$ cat config.mk
export PLATFORM = sky130hd
export DESIGN_NAME = ccc_engine_top
export DESIGN_NICKNAME = d
export VERILOG_FILES = /design/src/rtl/i3c_ccc_pkg.sv /design/src/rtl/scl_edge_gen.sv /design/src/rtl/ddr_bit_cnt.sv /design/src/rtl/ccc_handler.sv /design/src/rtl/ddr_tx_ser.sv /design/src/rtl/ddr_rx_pre.sv /design/src/rtl/ccc_engine_top.sv
export SDC_FILE = /design/constraint.sdc
export NUM_CORES = 1
export LEC_CHECK = 0
export CORE_MARGIN = 4
export CORE_UTILIZATION = 62
export CTS_CLUSTER_SIZE = 25
export DETAILED_ROUTE_END_ITERATION = 8
export DONT_BUFFER_PORTS = 1
export GPL_TIMING_DRIVEN = 0
export PLACE_DENSITY_LB_ADDON = 0.25
export SETUP_SLACK_MARGIN = 0.4
export SLEW_MARGIN = 20
export SYNTH_ARGS = -nofsm -noshare
export SYNTH_HDL_FRONTEND = slang
export SYNTH_SLANG_ARGS = --single-unit
$ cat constraint.sdc
create_clock -name i_sys_clk -period 3.93 [get_ports i_sys_clk]
set_input_delay 0.5895 -clock i_sys_clk [delete_from_list [all_inputs] [get_ports i_sys_clk]]
set_output_delay 0.5895 -clock i_sys_clk [all_outputs]
set_load 0.005 [all_outputs]
$ cat src/rtl/i3c_ccc_pkg.sv
// ======================================================================
// shared definitions for the i3c hdr-ddr ccc engine
// timing constants, frame geometry, handler states, datapath structs
// and the direct/broadcast ccc lookup used by the frame fsm
// ======================================================================

package i3c_ccc_pkg;

  localparam int SCL_DIV      = 4;   // sys clocks per scl half period (one ddr slot)
  localparam int DIV_W        = $clog2(SCL_DIV);
  localparam int CMD_BITS     = 20;  // preamble 01 + 16 payload + 2 parity
  localparam int DATA_BITS    = 18;  // 16 payload + 2 parity
  localparam int ACK_BITS     = 2;   // target preamble
  localparam int RESTART_BITS = 4;
  localparam int BYTE_BITS    = 8;
  localparam int PAR_BITS     = 2;

  // cumulative slot numbers where each sub-phase of a word ends
  localparam int CMD_PRE_END  = CMD_BITS - PAR_BITS - 2 * BYTE_BITS;  // 2
  localparam int CMD_HI_END   = CMD_BITS - PAR_BITS - BYTE_BITS;      // 10
  localparam int CMD_LO_END   = CMD_BITS - PAR_BITS;                  // 18
  localparam int DATA_HI_END  = BYTE_BITS;                            // 8
  localparam int DATA_LO_END  = DATA_BITS - PAR_BITS;                 // 16

  localparam logic [6:0] BCAST_ADDR = 7'h7E;

  typedef enum logic [3:0] {
    IDLE,
    PRE_CMD,
    CMD_HI,
    CMD_LO,
    PARITY_CMD,
    PRE_ACK,
    DATA_HI,
    DATA_LO,
    PARITY_DATA,
    RESTART_PATTERN,
    ERROR
  } ccc_state_e;

  typedef struct packed {
    logic [7:0] hi;  // sent first
    logic [7:0] lo;
  } ddr_word_t;

  typedef struct packed {
    logic tx_load;   // capture a new word image
    logic tx_en;     // serializer owns sda for the coming slot
    logic rx_en;     // preamble sampler listening
    logic restart;   // alternating restart bits
    logic pre_only;  // word starts with the 01 command preamble
  } ccc_ctrl_t;

  // thirteen required ccc codes, anything unknown is broadcast
  function automatic logic is_direct_ccc(input logic [7:0] code);
    case (code)
      8'h80, 8'h81: return 1'b1;                  // enec / disec
      8'h89, 8'h8A, 8'h8B, 8'h8C: return 1'b1;    // set/get mwl, mrl
      8'h9A, 8'h90: return 1'b1;                  // rstact / getstatus
      8'h00, 8'h01, 8'h09, 8'h0A: return 1'b0;    // broadcast enec..setmrl
      8'h2A: return 1'b0;                         // broadcast rstact
      8'h1F: return 1'b0;                         // dummy ccc, end procedure
      default: return 1'b0;
    endcase
  endfunction

endpackage

$ cat src/rtl/scl_edge_gen.sv
// ======================================================================
// scl timer for the ddr engine
// divides the system clock by SCL_DIV while enabled, toggles scl and
// flags every toggle with a one cycle strobe, parks scl high when off
// ======================================================================
`timescale 1ns/1ps

module scl_edge_gen (
  input  logic i_sys_clk,
  input  logic i_sys_rst,
  input  logic i_en,
  output logic o_scl,
  output logic o_pos_edge,
  output logic o_neg_edge
);
  import i3c_ccc_pkg::*;

  logic [DIV_W-1:0] div_q;  // half period timer

  always_ff @(posedge i_sys_clk or negedge i_sys_rst) begin
    if (!i_sys_rst) begin
      div_q      <= '0;
      o_scl      <= 1'b1;
      o_pos_edge <= 1'b0;
      o_neg_edge <= 1'b0;
    end else if (!i_en) begin
      div_q      <= '0;
      o_scl      <= 1'b1;  // bus idle level
      o_pos_edge <= 1'b0;
      o_neg_edge <= 1'b0;
    end else if (div_q == DIV_W'(SCL_DIV - 1)) begin
      div_q      <= '0;
      o_scl      <= ~o_scl;
      o_pos_edge <= ~o_scl;  // scl going high
      o_neg_edge <= o_scl;   // scl going low
    end else begin
      div_q      <= div_q + 1'b1;
      o_pos_edge <= 1'b0;
      o_neg_edge <= 1'b0;
    end
  end

endmodule

$ cat src/rtl/ddr_bit_cnt.sv
// ======================================================================
// ddr slot counter
// counts scl edge strobes inside the current word, cleared by the
// frame fsm at each word boundary, saturates instead of wrapping
// ======================================================================
`timescale 1ns/1ps

module ddr_bit_cnt (
  input  logic       i_sys_clk,
  input  logic       i_sys_rst,
  input  logic       i_clear,
  input  logic       i_step,
  output logic [4:0] o_bit_number
);

  always_ff @(posedge i_sys_clk or negedge i_sys_rst) begin
    if (!i_sys_rst) begin
      o_bit_number <= '0;
    end else if (i_clear) begin
      // a boundary strobe already opens slot one of the new word
      o_bit_number <= i_step ? 5'd1 : 5'd0;
    end else if (i_step && (o_bit_number != 5'd31)) begin
      o_bit_number <= o_bit_number + 5'd1;
    end
  end

endmodule

$ cat src/rtl/ccc_handler.sv
// ======================================================================
// ccc frame fsm
// on a start strobe sends the 7E command word, checks the target ack
// preamble and sends the ccc data word; broadcast codes finish with
// done, direct codes add a restart pattern and finish with semi done
// ======================================================================
`timescale 1ns/1ps

module ccc_handler (
  input  logic                   i_sys_clk,
  input  logic                   i_sys_rst,
  input  logic                   i_engine_en,
  input  logic [7:0]             i_ccc_value,
  input  logic                   i_step,
  input  logic [4:0]             i_bit_number,
  input  logic                   i_ack_done,
  input  logic                   i_abort,
  output logic                   o_scl_en,
  output logic                   o_bit_clear,
  output i3c_ccc_pkg::ccc_ctrl_t o_ctrl,
  output i3c_ccc_pkg::ddr_word_t o_tx_word,
  output logic                   o_engine_done,
  output logic                   o_engine_semi_done,
  output logic                   o_engine_err
);
  import i3c_ccc_pkg::*;

  ccc_state_e state_q;
  ccc_state_e state_d;
  logic [7:0] ccc_q;     // code captured at start
  logic       direct_q;  // 1 direct, 0 broadcast
  ddr_word_t  cmd_word;
  ddr_word_t  data_word;
  logic       start;

  assign start = (state_q == IDLE) && i_engine_en;  // starts mid frame are dropped

  always_ff @(posedge i_sys_clk or negedge i_sys_rst) begin
    if (!i_sys_rst) begin
      state_q            <= IDLE;
      direct_q           <= 1'b0;
      o_engine_done      <= 1'b0;
      o_engine_semi_done <= 1'b0;
      o_engine_err       <= 1'b0;
    end else begin
      state_q            <= state_d;
      if (start) direct_q <= is_direct_ccc(i_ccc_value);
      o_engine_done      <= (state_q == PARITY_DATA) && (state_d == IDLE);
      o_engine_semi_done <= (state_q == RESTART_PATTERN) && (state_d == IDLE);
      o_engine_err       <= (state_d == ERROR) && (state_q != ERROR);
    end
  end

  always_ff @(posedge i_sys_clk) begin
    if (start) ccc_q <= i_ccc_value;
  end

  // phases end on the strobe after their last slot, slot counts are per word
  always_comb begin
    state_d = state_q;
    case (state_q)
      IDLE:            if (start) state_d = PRE_CMD;
      PRE_CMD:         if (i_step && i_bit_number == 5'(CMD_PRE_END)) state_d = CMD_HI;
      CMD_HI:          if (i_step && i_bit_number == 5'(CMD_HI_END)) state_d = CMD_LO;
      CMD_LO:          if (i_step && i_bit_number == 5'(CMD_LO_END)) state_d = PARITY_CMD;
      PARITY_CMD:      if (i_step && i_bit_number == 5'(CMD_BITS)) state_d = PRE_ACK;
      PRE_ACK: begin
        if (i_step && i_bit_number == 5'(ACK_BITS) && i_ack_done) begin
          state_d = i_abort ? ERROR : DATA_HI;  // second preamble bit 1 means abort
        end
      end
      DATA_HI:         if (i_step && i_bit_number == 5'(DATA_HI_END)) state_d = DATA_LO;
      DATA_LO:         if (i_step && i_bit_number == 5'(DATA_LO_END)) state_d = PARITY_DATA;
      PARITY_DATA: begin
        if (i_step && i_bit_number == 5'(DATA_BITS)) begin
          state_d = direct_q ? RESTART_PATTERN : IDLE;
        end
      end
      RESTART_PATTERN: if (i_step && i_bit_number == 5'(RESTART_BITS)) state_d = IDLE;
      ERROR:           state_d = IDLE;  // one cycle to settle the bus
      default:         state_d = IDLE;
    endcase
  end

  // tx side looks at the slot about to start, rx side at the slot just ended
  always_comb begin
    o_ctrl          = '0;
    o_ctrl.tx_en    = state_d inside {PRE_CMD, CMD_HI, CMD_LO, PARITY_CMD,
                                      DATA_HI, DATA_LO, PARITY_DATA, RESTART_PATTERN};
    o_ctrl.tx_load  = (state_d != state_q) && (state_d inside {PRE_CMD, DATA_HI});
    o_ctrl.rx_en    = (state_q == PRE_ACK);
    o_ctrl.restart  = (state_d == RESTART_PATTERN);
    o_ctrl.pre_only = (state_d == PRE_CMD);
  end

  assign o_bit_clear = (state_d != state_q) &&
                       (state_d inside {PRE_CMD, PRE_ACK, DATA_HI, RESTART_PATTERN});
  assign o_scl_en    = (state_q != IDLE) || (state_d != IDLE);  // hold until last slot closes

  // command word: rnw 0 + reserved, then 7E + parity adjust 0
  assign cmd_word.hi  = 8'h00;
  assign cmd_word.lo  = {BCAST_ADDR, 1'b0};
  assign data_word.hi = ccc_q;
  assign data_word.lo = 8'h00;  // no defining byte
  assign o_tx_word    = o_ctrl.pre_only ? cmd_word : data_word;

endmodule

$ cat src/rtl/ddr_tx_ser.sv
// ======================================================================
// ddr word serializer
// builds the shift image from a 16-bit payload plus its two parity
// bits, with the 01 preamble in front of a command word, and puts one
// bit on sda per scl edge; also drives the 1,0 restart pattern
// ======================================================================
`timescale 1ns/1ps

module ddr_tx_ser (
  input  logic                   i_sys_clk,
  input  logic                   i_sys_rst,
  input  i3c_ccc_pkg::ccc_ctrl_t i_ctrl,
  input  i3c_ccc_pkg::ddr_word_t i_word,
  input  logic                   i_step,
  output logic                   o_sda,
  output logic                   o_sda_oe
);
  import i3c_ccc_pkg::*;

  logic [15:0]         payload;
  logic                par_odd;   // bits 15,13..1
  logic                par_even;  // bits 14,12..0, sent inverted
  logic [CMD_BITS-1:0] img;
  logic [CMD_BITS-1:0] src;
  logic [CMD_BITS-1:0] sh_q;      // msb is next bit out
  logic                rst_bit_q;

  assign payload = i_word;

  always_comb begin
    par_odd  = 1'b0;
    par_even = 1'b0;
    for (int i = 0; i < 16; i += 2) begin
      par_even ^= payload[i];
      par_odd  ^= payload[i+1];
    end
  end

  // data image is left aligned, the two trailing zeros are never shifted out
  assign img = i_ctrl.pre_only ? {2'b01, payload, par_odd, ~par_even}
                               : {payload, par_odd, ~par_even, 2'b00};
  assign src = i_ctrl.tx_load ? img : sh_q;  // load and first shift can share a strobe

  always_ff @(posedge i_sys_clk) begin
    if (i_step && i_ctrl.tx_en) sh_q <= {src[CMD_BITS-2:0], 1'b0};
    else if (i_ctrl.tx_load)    sh_q <= img;
  end

  always_ff @(posedge i_sys_clk or negedge i_sys_rst) begin
    if (!i_sys_rst) begin
      o_sda     <= 1'b1;
      o_sda_oe  <= 1'b0;
      rst_bit_q <= 1'b1;
    end else if (i_step) begin
      o_sda_oe <= i_ctrl.tx_en;
      if (i_ctrl.restart) begin
        o_sda     <= rst_bit_q;
        rst_bit_q <= ~rst_bit_q;  // 1,0,1,0
      end else begin
        o_sda     <= i_ctrl.tx_en ? src[CMD_BITS-1] : 1'b1;
        rst_bit_q <= 1'b1;
      end
    end
  end

endmodule

$ cat src/rtl/ddr_rx_pre.sv
// ======================================================================
// target preamble sampler
// while enabled, takes sda at the two edge strobes closing the ack
// slots; flags completion on the second one together with the abort
// level, which is that second bit
// ======================================================================
`timescale 1ns/1ps

module ddr_rx_pre (
  input  logic i_sys_clk,
  input  logic i_sys_rst,
  input  logic i_en,
  input  logic i_step,
  input  logic i_sda,
  output logic o_ack_done,
  output logic o_abort
);

  logic got_first_q;  // first preamble bit already taken

  always_ff @(posedge i_sys_clk or negedge i_sys_rst) begin
    if (!i_sys_rst) begin
      got_first_q <= 1'b0;
    end else if (!i_en) begin
      got_first_q <= 1'b0;
    end else if (i_step) begin
      got_first_q <= ~got_first_q;
    end
  end

  // valid on the closing strobe so the fsm can branch on that same edge
  assign o_ack_done = i_en && i_step && got_first_q;
  assign o_abort    = got_first_q && i_sda;

endmodule

$ cat src/rtl/ccc_engine_top.sv
// ======================================================================
// i3c hdr-ddr ccc engine, controller side
// pulse i_engine_en with the ccc code on i_ccc_value to send one
// frame; completion comes back as done, semi done or err pulses
// ======================================================================
`timescale 1ns/1ps

module ccc_engine_top (
  input  logic       i_sys_clk,
  input  logic       i_sys_rst,
  input  logic       i_engine_en,
  input  logic [7:0] i_ccc_value,
  input  logic       i_sda,
  output logic       o_scl,
  output logic       o_sda,
  output logic       o_sda_oe,
  output logic       o_engine_done,
  output logic       o_engine_semi_done,
  output logic       o_engine_err
);
  import i3c_ccc_pkg::*;

  logic       scl_en;
  logic       pos_edge;
  logic       neg_edge;
  logic       step;        // any scl edge opens a slot
  logic       bit_clear;
  logic [4:0] bit_number;
  logic       ack_done;
  logic       abort;
  ccc_ctrl_t  ctrl;
  ddr_word_t  tx_word;

  assign step = pos_edge | neg_edge;

  scl_edge_gen u_scl_gen (
    .i_sys_clk (i_sys_clk),
    .i_sys_rst (i_sys_rst),
    .i_en      (scl_en),
    .o_scl     (o_scl),
    .o_pos_edge(pos_edge),
    .o_neg_edge(neg_edge)
  );

  ddr_bit_cnt u_bit_cnt (
    .i_sys_clk   (i_sys_clk),
    .i_sys_rst   (i_sys_rst),
    .i_clear     (bit_clear),
    .i_step      (step),
    .o_bit_number(bit_number)
  );

  ccc_handler u_handler (
    .i_sys_clk         (i_sys_clk),
    .i_sys_rst         (i_sys_rst),
    .i_engine_en       (i_engine_en),
    .i_ccc_value       (i_ccc_value),
    .i_step            (step),
    .i_bit_number      (bit_number),
    .i_ack_done        (ack_done),
    .i_abort           (abort),
    .o_scl_en          (scl_en),
    .o_bit_clear       (bit_clear),
    .o_ctrl            (ctrl),
    .o_tx_word         (tx_word),
    .o_engine_done     (o_engine_done),
    .o_engine_semi_done(o_engine_semi_done),
    .o_engine_err      (o_engine_err)
  );

  ddr_tx_ser u_tx_ser (
    .i_sys_clk(i_sys_clk),
    .i_sys_rst(i_sys_rst),
    .i_ctrl   (ctrl),
    .i_word   (tx_word),
    .i_step   (step),
    .o_sda    (o_sda),
    .o_sda_oe (o_sda_oe)
  );

  ddr_rx_pre u_rx_pre (
    .i_sys_clk (i_sys_clk),
    .i_sys_rst (i_sys_rst),
    .i_en      (ctrl.rx_en),
    .i_step    (step),
    .i_sda     (i_sda),
    .o_ack_done(ack_done),
    .o_abort   (abort)
  );

endmodule

==> results of run 1 <==
worst max-delay path by stage:
stage / from / endpoint / slack [ns] / cells past startpoint
finish: u_bit_cnt.o_bit_number[0] / u_tx_ser.sh_q[14] / 0.94 / 12
global route: u_bit_cnt.o_bit_number[0] / u_tx_ser.sh_q[16] / 0.73 / 12
CTS: u_bit_cnt.o_bit_number[0] / u_tx_ser.sh_q[14] / 0.94 / 12
detailed placement: u_bit_cnt.o_bit_number[0] / u_tx_ser.sh_q[14] / 0.97 / 12
global placement: u_bit_cnt.o_bit_number[0] / u_tx_ser.sh_q[14] / 0.99 / 12
floorplan: u_bit_cnt.o_bit_number[0] / u_tx_ser.sh_q[14] / 1.26 / 12
cell usage in the layout, fill, tap and decap left out, types with 8 or more instances in the layout:
cell type	n
nor3b_1	8
nor2_1	19
dfxtp_1	20
mux2i_1	8
dfrtp_1	19
nand3_1	8
edfxtp_1	8
nand2_1	14
xnor2_1	8
inv_1	9
a221o_1	10
power groups by stage:
stage	clock network, mW	logic (mW)	registers [mW]
2_1_floorplan	0	0.873	0.763
3_3_place_gp	0	1.02	0.793
3_5_place_dp	0	1.04	0.795
4_1_cts	0.303	1.05	0.785
5_1_grt	0.323	1.16	0.801
6_report	0.298	1.05	0.786
layer usage:
metal | vias to the layer above | wire length (µm) | part of all wire (%)
li1 | 890 | - | -
met1 | 909 | 2370 | 46
met2 | 75 | 2350 | 46
met3 | 13 | 334 | 6.5
met4 | 0 | 102 | 2.0
met5 | - | 0 | 0
layout make-up:
| class | count | share of cell area (%) |
|---|---|---|
| flip-flops and latches | 50 | 43.5 |
| multi-input cells | 164 | 46.2 |
| well taps | 50 | 2.28 |
| repair buffers | 1 | 0.364 |
| clock buffers | 6 | 2.64 |
| plain buffers | 9 | 2.78 |
| clock inverters | 2 | 0.501 |
| inverters | 13 | 1.78 |
cell families (layout without fill, tap and decap cells):
group,count (synthesis),after routing,synth area share [%]
AOI/OAI and AO/OA,50,50,18.5
DFF,50,50,46.2
muxes,9,9,3.53
xor gates and xnor gates,11,11,3.72
buffers and inverters,22,31,4.83
and+or+nand+nor,89,89,20.9
adders and majority gates,5,5,2.42
stage by stage:
step                      area [µm²]  utilization (%)  hold slack [ns]
after global placement          2650             65.8            0.294
after floorplan                 2590                -            0.294
after CTS                       2750             68.2            0.112
after detailed placement        2650             65.8            0.295
final                           2750             68.2            0.114
after global routing            2750             68.2           0.0955
synth_stat cells (all sizes together), types with 3 or more instances:
library cell,number
dfstp,3
nand4,5
nor2,20
a21oi,4
buf,7
xor2,3
nand3b,3
inv,13
dfrtp,19
ha,5
nor3b,8
xnor2,8
a221o,10
nand2,14
or3,3
o311ai,3
o21ai,7
and2,3
edfxtp,8
nand3,8
nor2b,4
dfxtp,20
and3,5
mux2i,8
nor3,5
sequential cells by signal (all words and copies together), names as in the netlist, 2 cells and up:
| register | count |
|---|---|
| u_bit_cnt.o_bit_number | 5 |
| u_handler.ccc_q | 8 |
| u_tx_ser.sh_q | 20 |
| u_handler.state_q | 4 |
| u_scl_gen.div_q | 2 |
==> out/qor.txt, run 1 <==
outcome: finished, final reports clean
Sw Share: 40.5%
DR WL/cell: 17.5 µm
syn_area_per_cell: 11.0 µm²
Routability Congestion: 0.986
total gr overflow: 0
# Post-CTS Setup Buffers: 0
Slew HR: 43.7%
Port Buffer Count: 0
Hold/Removal Path Class: in2async
synth warn: 0
area of the multi-input gates: 0.00127 mm²
CP Data Required Time: 4.13 ns
Critical Path Max Stage Delay: 0.45 ns
sequential fraction of design power: 36.8%
Final setup viols: 0
Die Wd: 72.6 µm
GRT Overall Usage: 21.5%
setup TNS: 0 ns
DRC viols: 0
Final Max Slew Viols: 0
CTS Hold Bufs: 1
flops & latches, synth: 50
total CTS buffers: 5
clock sinks: 50
CTS tree: done
first-pass GRT wire length: 8.71 mm
Seq/Total Area, Yosys: 46.2%
Worst setup SP type: register
unrepaired setup endpoints after global routing: no
layout cell share with drive strength beyond 1: 14.7%
Area growth, synth to finish: 6.14%
Internal Power: 1.27 mW
r2r endpoint: u_tx_ser.sh_q[14]
largest net degree at the start of global routing: 20
1st-pass router iterations: 5
Mapped Area: 0.00259 mm²
Die Area: 0.00527 mm²
Reg-to-Reg Start: u_bit_cnt.o_bit_number[0]
Slowest cell on crit path: nor4_4
Nets: 261
Clock power frac: 14.0%
pre-CTS setup slack: 0.965 ns
max-cap violation count: 0
r2r worst-path depth: 12
Tcrit/Tclk final: 76.0%
Max IR drop VDD: 0.000445 V
post-synth top area share: 18.4%
Seq. cell area: 0.00119 mm²
met1 Usage GRT: 31.5%
Final HPWL DP: 3.65 mm
min setup slack post-route: 0.943 ns
Routed WL: 5.16 mm
std cell rows: 23
R2R Setup Slk: 0.94 ns
worst clock skew: 0.00766 ns
Post-synth EDFFs: 8
Buf/Inv on CP: 3
Ports: 18
GR Layer Usage met2: 31.8%
number of gates resized after cts: 0
logic gate share of total power: 49.3%
Crit Path Category: reg2reg
via/cell ratio: 6.40
CTS Buffer Depth: 2
met3 usage: 3.31%
Overall Power: 2.14 mW
worst-path cell chain: inv_1 > ha_1 > mux2_1 > nand4_1 > o311ai_2 > nor4_4 > inv_2 > nor2_2 > o31ai_4 > nor2b_4 > buf_6 > a221o_1
gr busiest metal: met2
Starting Density: 64.3%
drt initial violations: 165
Cell Pwr Density: 778 mW/mm²
P_sw: 0.865 mW
Setup crit end kind: register
Synth area leader: dfrtp_1
Die H: 72.6 µm
fill count: 325
vias post-DR: 1887
crit path DAT: 3.18 ns
top cells by area, synth: dfrtp_1 18%, dfxtp_1 15%, edfxtp_1 9.3%
antenna cells: 0
transition time of the tightest slew-check pin: 0.842 ns
final hold viol count: 0
synth unique cells: 65
initial antenna violation count: 0
core area: 0.00403 mm²
crit path max fanout: 10
fmax: 335 MHz
vias in the first global route: 1815
main flop type after synthesis: dfxtp_1
cell family with most CP delay: simple AND/OR/NAND/NOR gates
H-Tree Depth: 2
post-synthesis net count: 253
root buffer cell: clkbuf_8
post-layout minimum cycle time: 2.99 ns
Leak: 1.07 nW
clk slew on worst S/H paths: 0.09 ns
clock latency on the worst-skew pair: 0.30 ns
Final ANT Viol Nets: 0
placed insts: 286
asr flop ratio synth: 44.0%
fin cells: 295
Post-Synthesis Cells: 236
Note: power is estimated with default switching activity, not from simulation.
==> run 2: changes to the inputs <==
--- a/config.mk
+++ b/config.mk
@@ -6,7 +6,7 @@
 export NUM_CORES = 1
 export LEC_CHECK = 0
 export CORE_MARGIN = 4
-export CORE_UTILIZATION = 62
+export CORE_UTILIZATION = 57
 export CTS_CLUSTER_SIZE = 25
 export DETAILED_ROUTE_END_ITERATION = 8
 export DONT_BUFFER_PORTS = 1
==> constraint.sdc (replaced) <==
create_clock -name i_sys_clk -period 2.47 [get_ports i_sys_clk]
set_input_delay 0.3705 -clock i_sys_clk [delete_from_list [all_inputs] [get_ports i_sys_clk]]
set_output_delay 0.3705 -clock i_sys_clk [all_outputs]
set_load 0.005 [all_outputs]
==> out/qor.txt, run 2 (synthesis results as in run 1) <==
Nets: 292 (was 261)
antenna cells: 0 (unchanged)
Starting Density: 59.0% (was 64.3%)
most frequent cells in the layout: 27 x buf_4, 20 x dfxtp_1, 17 x nor2_1, 12 x dfrtp_1, 11 x nand2_1 (was 20 x dfxtp_1, 19 x nor2_1, 19 x dfrtp_1, 14 x nand2_1, 10 x a221o_1)
via/cell ratio: 6.26 (was 6.40)
1st-pass router iterations: 4 (was 5)
final hold viol count: 4 (was 0)
Worst setup SP type: register (unchanged)
total gr overflow: 0 (unchanged)
first-pass GRT wire length: 9.38 mm (was 8.71 mm)
Setup crit end kind: register (unchanged)
Final ANT Viol Nets: 0 (unchanged)
Final HPWL DP: 3.63 mm (was 3.65 mm)
CP Data Required Time: 2.67 ns (was 4.13 ns)
transition time of the tightest slew-check pin: 0.894 ns (was 0.842 ns)
vias in the first global route: 1982 (was 1815)
max FFs per register: 20 (unchanged)
commonest non-fill, non-tap cell in the layout: buf_4 (was dfxtp_1)
Port Buffer Count: 0 (unchanged)
unrepaired setup endpoints after global routing: yes (was no)
Ports: 18 (unchanged)
total CTS buffers: 5 (unchanged)
DR WL/cell: 19.1 µm (was 17.5 µm)
Die H: 75.4 µm (was 72.6 µm)
drt initial violations: 193 (was 165)
clock sinks: 50 (unchanged)
Leak: 1.27 nW (was 1.07 nW)
Cell Pwr Density: 1310 mW/mm² (was 778 mW/mm²)
Crit Path Category: reg2reg (unchanged)
largest net degree at the start of global routing: 23 (was 20)
Final setup viols: 20 (was 0)
final instance area: 0.00322 mm² (was 0.00275 mm²)
core area: 0.00438 mm² (was 0.00403 mm²)
fmax: 367 MHz (was 335 MHz)
fill count: 281 (was 325)
root buffer cell: clkbuf_8 (unchanged)
Max IR drop VDD: 0.000847 V (was 0.000445 V)
CTS Buffer Depth: 2 (unchanged)
H-Tree Depth: 2 (unchanged)
Routability Congestion: 0.959 (was 0.986)
Routed WL: 6.27 mm (was 5.16 mm)
std cell rows: 24 (was 23)
crit path max fanout: 6 (was 10)
Final Max Slew Viols: 0 (unchanged)
clock latency on the worst-skew pair: 0.32 ns (was 0.30 ns)
crit path DAT: 2.92 ns (was 3.18 ns)
max-cap violation count: 0 (unchanged)
clk slew on worst S/H paths: 0.10 ns (was 0.09 ns)
placed insts: 288 (was 286)
initial antenna violation count: 0 (unchanged)
Area growth, synth to finish: 24.4% (was 6.14%)
Die Area: 0.00568 mm² (was 0.00527 mm²)
layout cell share with drive strength beyond 1: 40.2% (was 14.7%)
failing checks: negative hold slack, negative setup slack
Largest regs: u_tx_ser.sh_q (20), u_handler.ccc_q (8), u_bit_cnt.o_bit_number (5) (unchanged)
outcome: complete, but fails checks (was finished, final reports clean)
CTS tree: done (unchanged)
Tcrit/Tclk final: 110% (was 76.0%)
pre-CTS setup slack: -0.339 ns (was 0.965 ns)
Placed Area: 0.00272 mm² (was 0.00265 mm²)
post-layout minimum cycle time: 2.73 ns (was 2.99 ns)
min setup slack post-route: -0.256 ns (was 0.943 ns)
fin cells: 328 (was 295)
Slew HR: 40.0% (was 43.7%)
Die Wd: 75.4 µm (was 72.6 µm)
worst clock skew: 0.0113 ns (was 0.00766 ns)
vias post-DR: 2053 (was 1887)
Hold WS: -0.00442 ns (was 0.114 ns)
Biggest register: u_tx_ser.sh_q (unchanged)
Hold/Removal Path Class: in2async (unchanged)
GRT Overall Usage: 21.9% (was 21.5%)
DRC viols: 0 (unchanged)
==> run 2: changes by cell type in the layout (fill, tap and decap cells not counted), moves of 3 or more <==
cell,change
dfrtp_1,-7
buf_4,+26
buf_6,+3
nand2_2,+3
nor3b_1,-3
nand2_1,-3
a21oi_2,+3
dfrtp_2,+7
a21oi_1,-3
nor3b_2,+3
==> run 2: path summary, 6_finish.rpt <==
kind | startpoint | endpoint | slack (ns) | cells after the start
setup / recovery | u_bit_cnt.o_bit_number[0] | u_tx_ser.sh_q[4] | -0.26 | 14
hold / removal | i_sys_rst | u_handler.o_engine_semi_done | -0.004 | 1
setup reg to reg | u_bit_cnt.o_bit_number[0] | u_tx_ser.sh_q[4] | -0.26 | 14
hold reg to reg | u_scl_gen.div_q[0] | u_scl_gen.div_q[0] | 0.46 | 1
max in group asynchronous | i_sys_rst | u_scl_gen.o_neg_edge | 2.10 | 1
min in group i_sys_clk | i_ccc_value[7] | u_handler.ccc_q[7] | 0.14 | 0
==> run 2: layout make-up <==
cell class | count | area [µm²] | share of cell area (%)
Sequential cell | 50 | 1200 | 37.4
Clock buffer | 6 | 72.6 | 2.25
Tap cell | 52 | 65.1 | 2.02
Timing Repair Buffer | 32 | 244 | 7.58
Multi-Input combinational cell | 164 | 1490 | 46.2
Buffer | 9 | 82.6 | 2.56
Inverter | 13 | 51.3 | 1.59
Clock inverter | 2 | 13.8 | 0.427
==> run 2: stage by stage <==
stage | util [%] | setup TNS (ns) | total power [mW]
2_1_floorplan | - | 0 | 2.67
3_3_place_gp | 62.0 | -4.18 | 2.95
3_5_place_dp | 62.0 | -5.01 | 2.99
4_1_cts | 70.0 | -1.27 | 3.91
5_1_grt | 73.5 | -6.15 | 4.45
6_report | 73.5 | -3.42 | 4.21
==> run 2: worst max-delay path, stage by stage, from the launching register on <==
cell	delay, ns
dfrtp_1	0.40
inv_2	0.10
ha_4	0.16
nand4bb_1	0.21
nor4_4	0.26
o21bai_4	0.20
and2b_2	0.26
inv_2	0.08
nor2_4	0.05
o31ai_4	0.21
buf_6	0.15
buf_4	0.11
buf_6	0.12
mux2i_1	0.19
o221ai_1	0.12
==> run 2: where the power goes <==
group / switching (mW) / leakage, nW / total, mW / internal (mW)
logic: 1.22 / 0.710 / 2.45 / 1.23
registers: 0.178 / 0.511 / 1.27 / 1.09
clock network: 0.294 / 0.0456 / 0.497 / 0.203
total: 1.69 / 1.27 / 4.21 / 2.52
==> run 2: what timing repair did <==
action / 4_1_cts / 5_1_grt
gates resized for setup: 28 / 19
hold endpoints to repair: 22 / 0
endpoints found under the setup margin: 43 / 43
hold buffers: 1 / 0
pin swaps: 13 / 5
buffers inserted: 18 / 11
cloned: 1 / 1
==> run 2: layer usage <==
layer | global-route usage [%] | up-vias | share of wire [%]
li1 | - | 958 | -
met4 | 8.54 | 0 | 3.4
met5 | 0 | - | 0
met2 | 34.2 | 70 | 47
met3 | 6.07 | 21 | 5.8
met1 | 29.0 | 1004 | 44
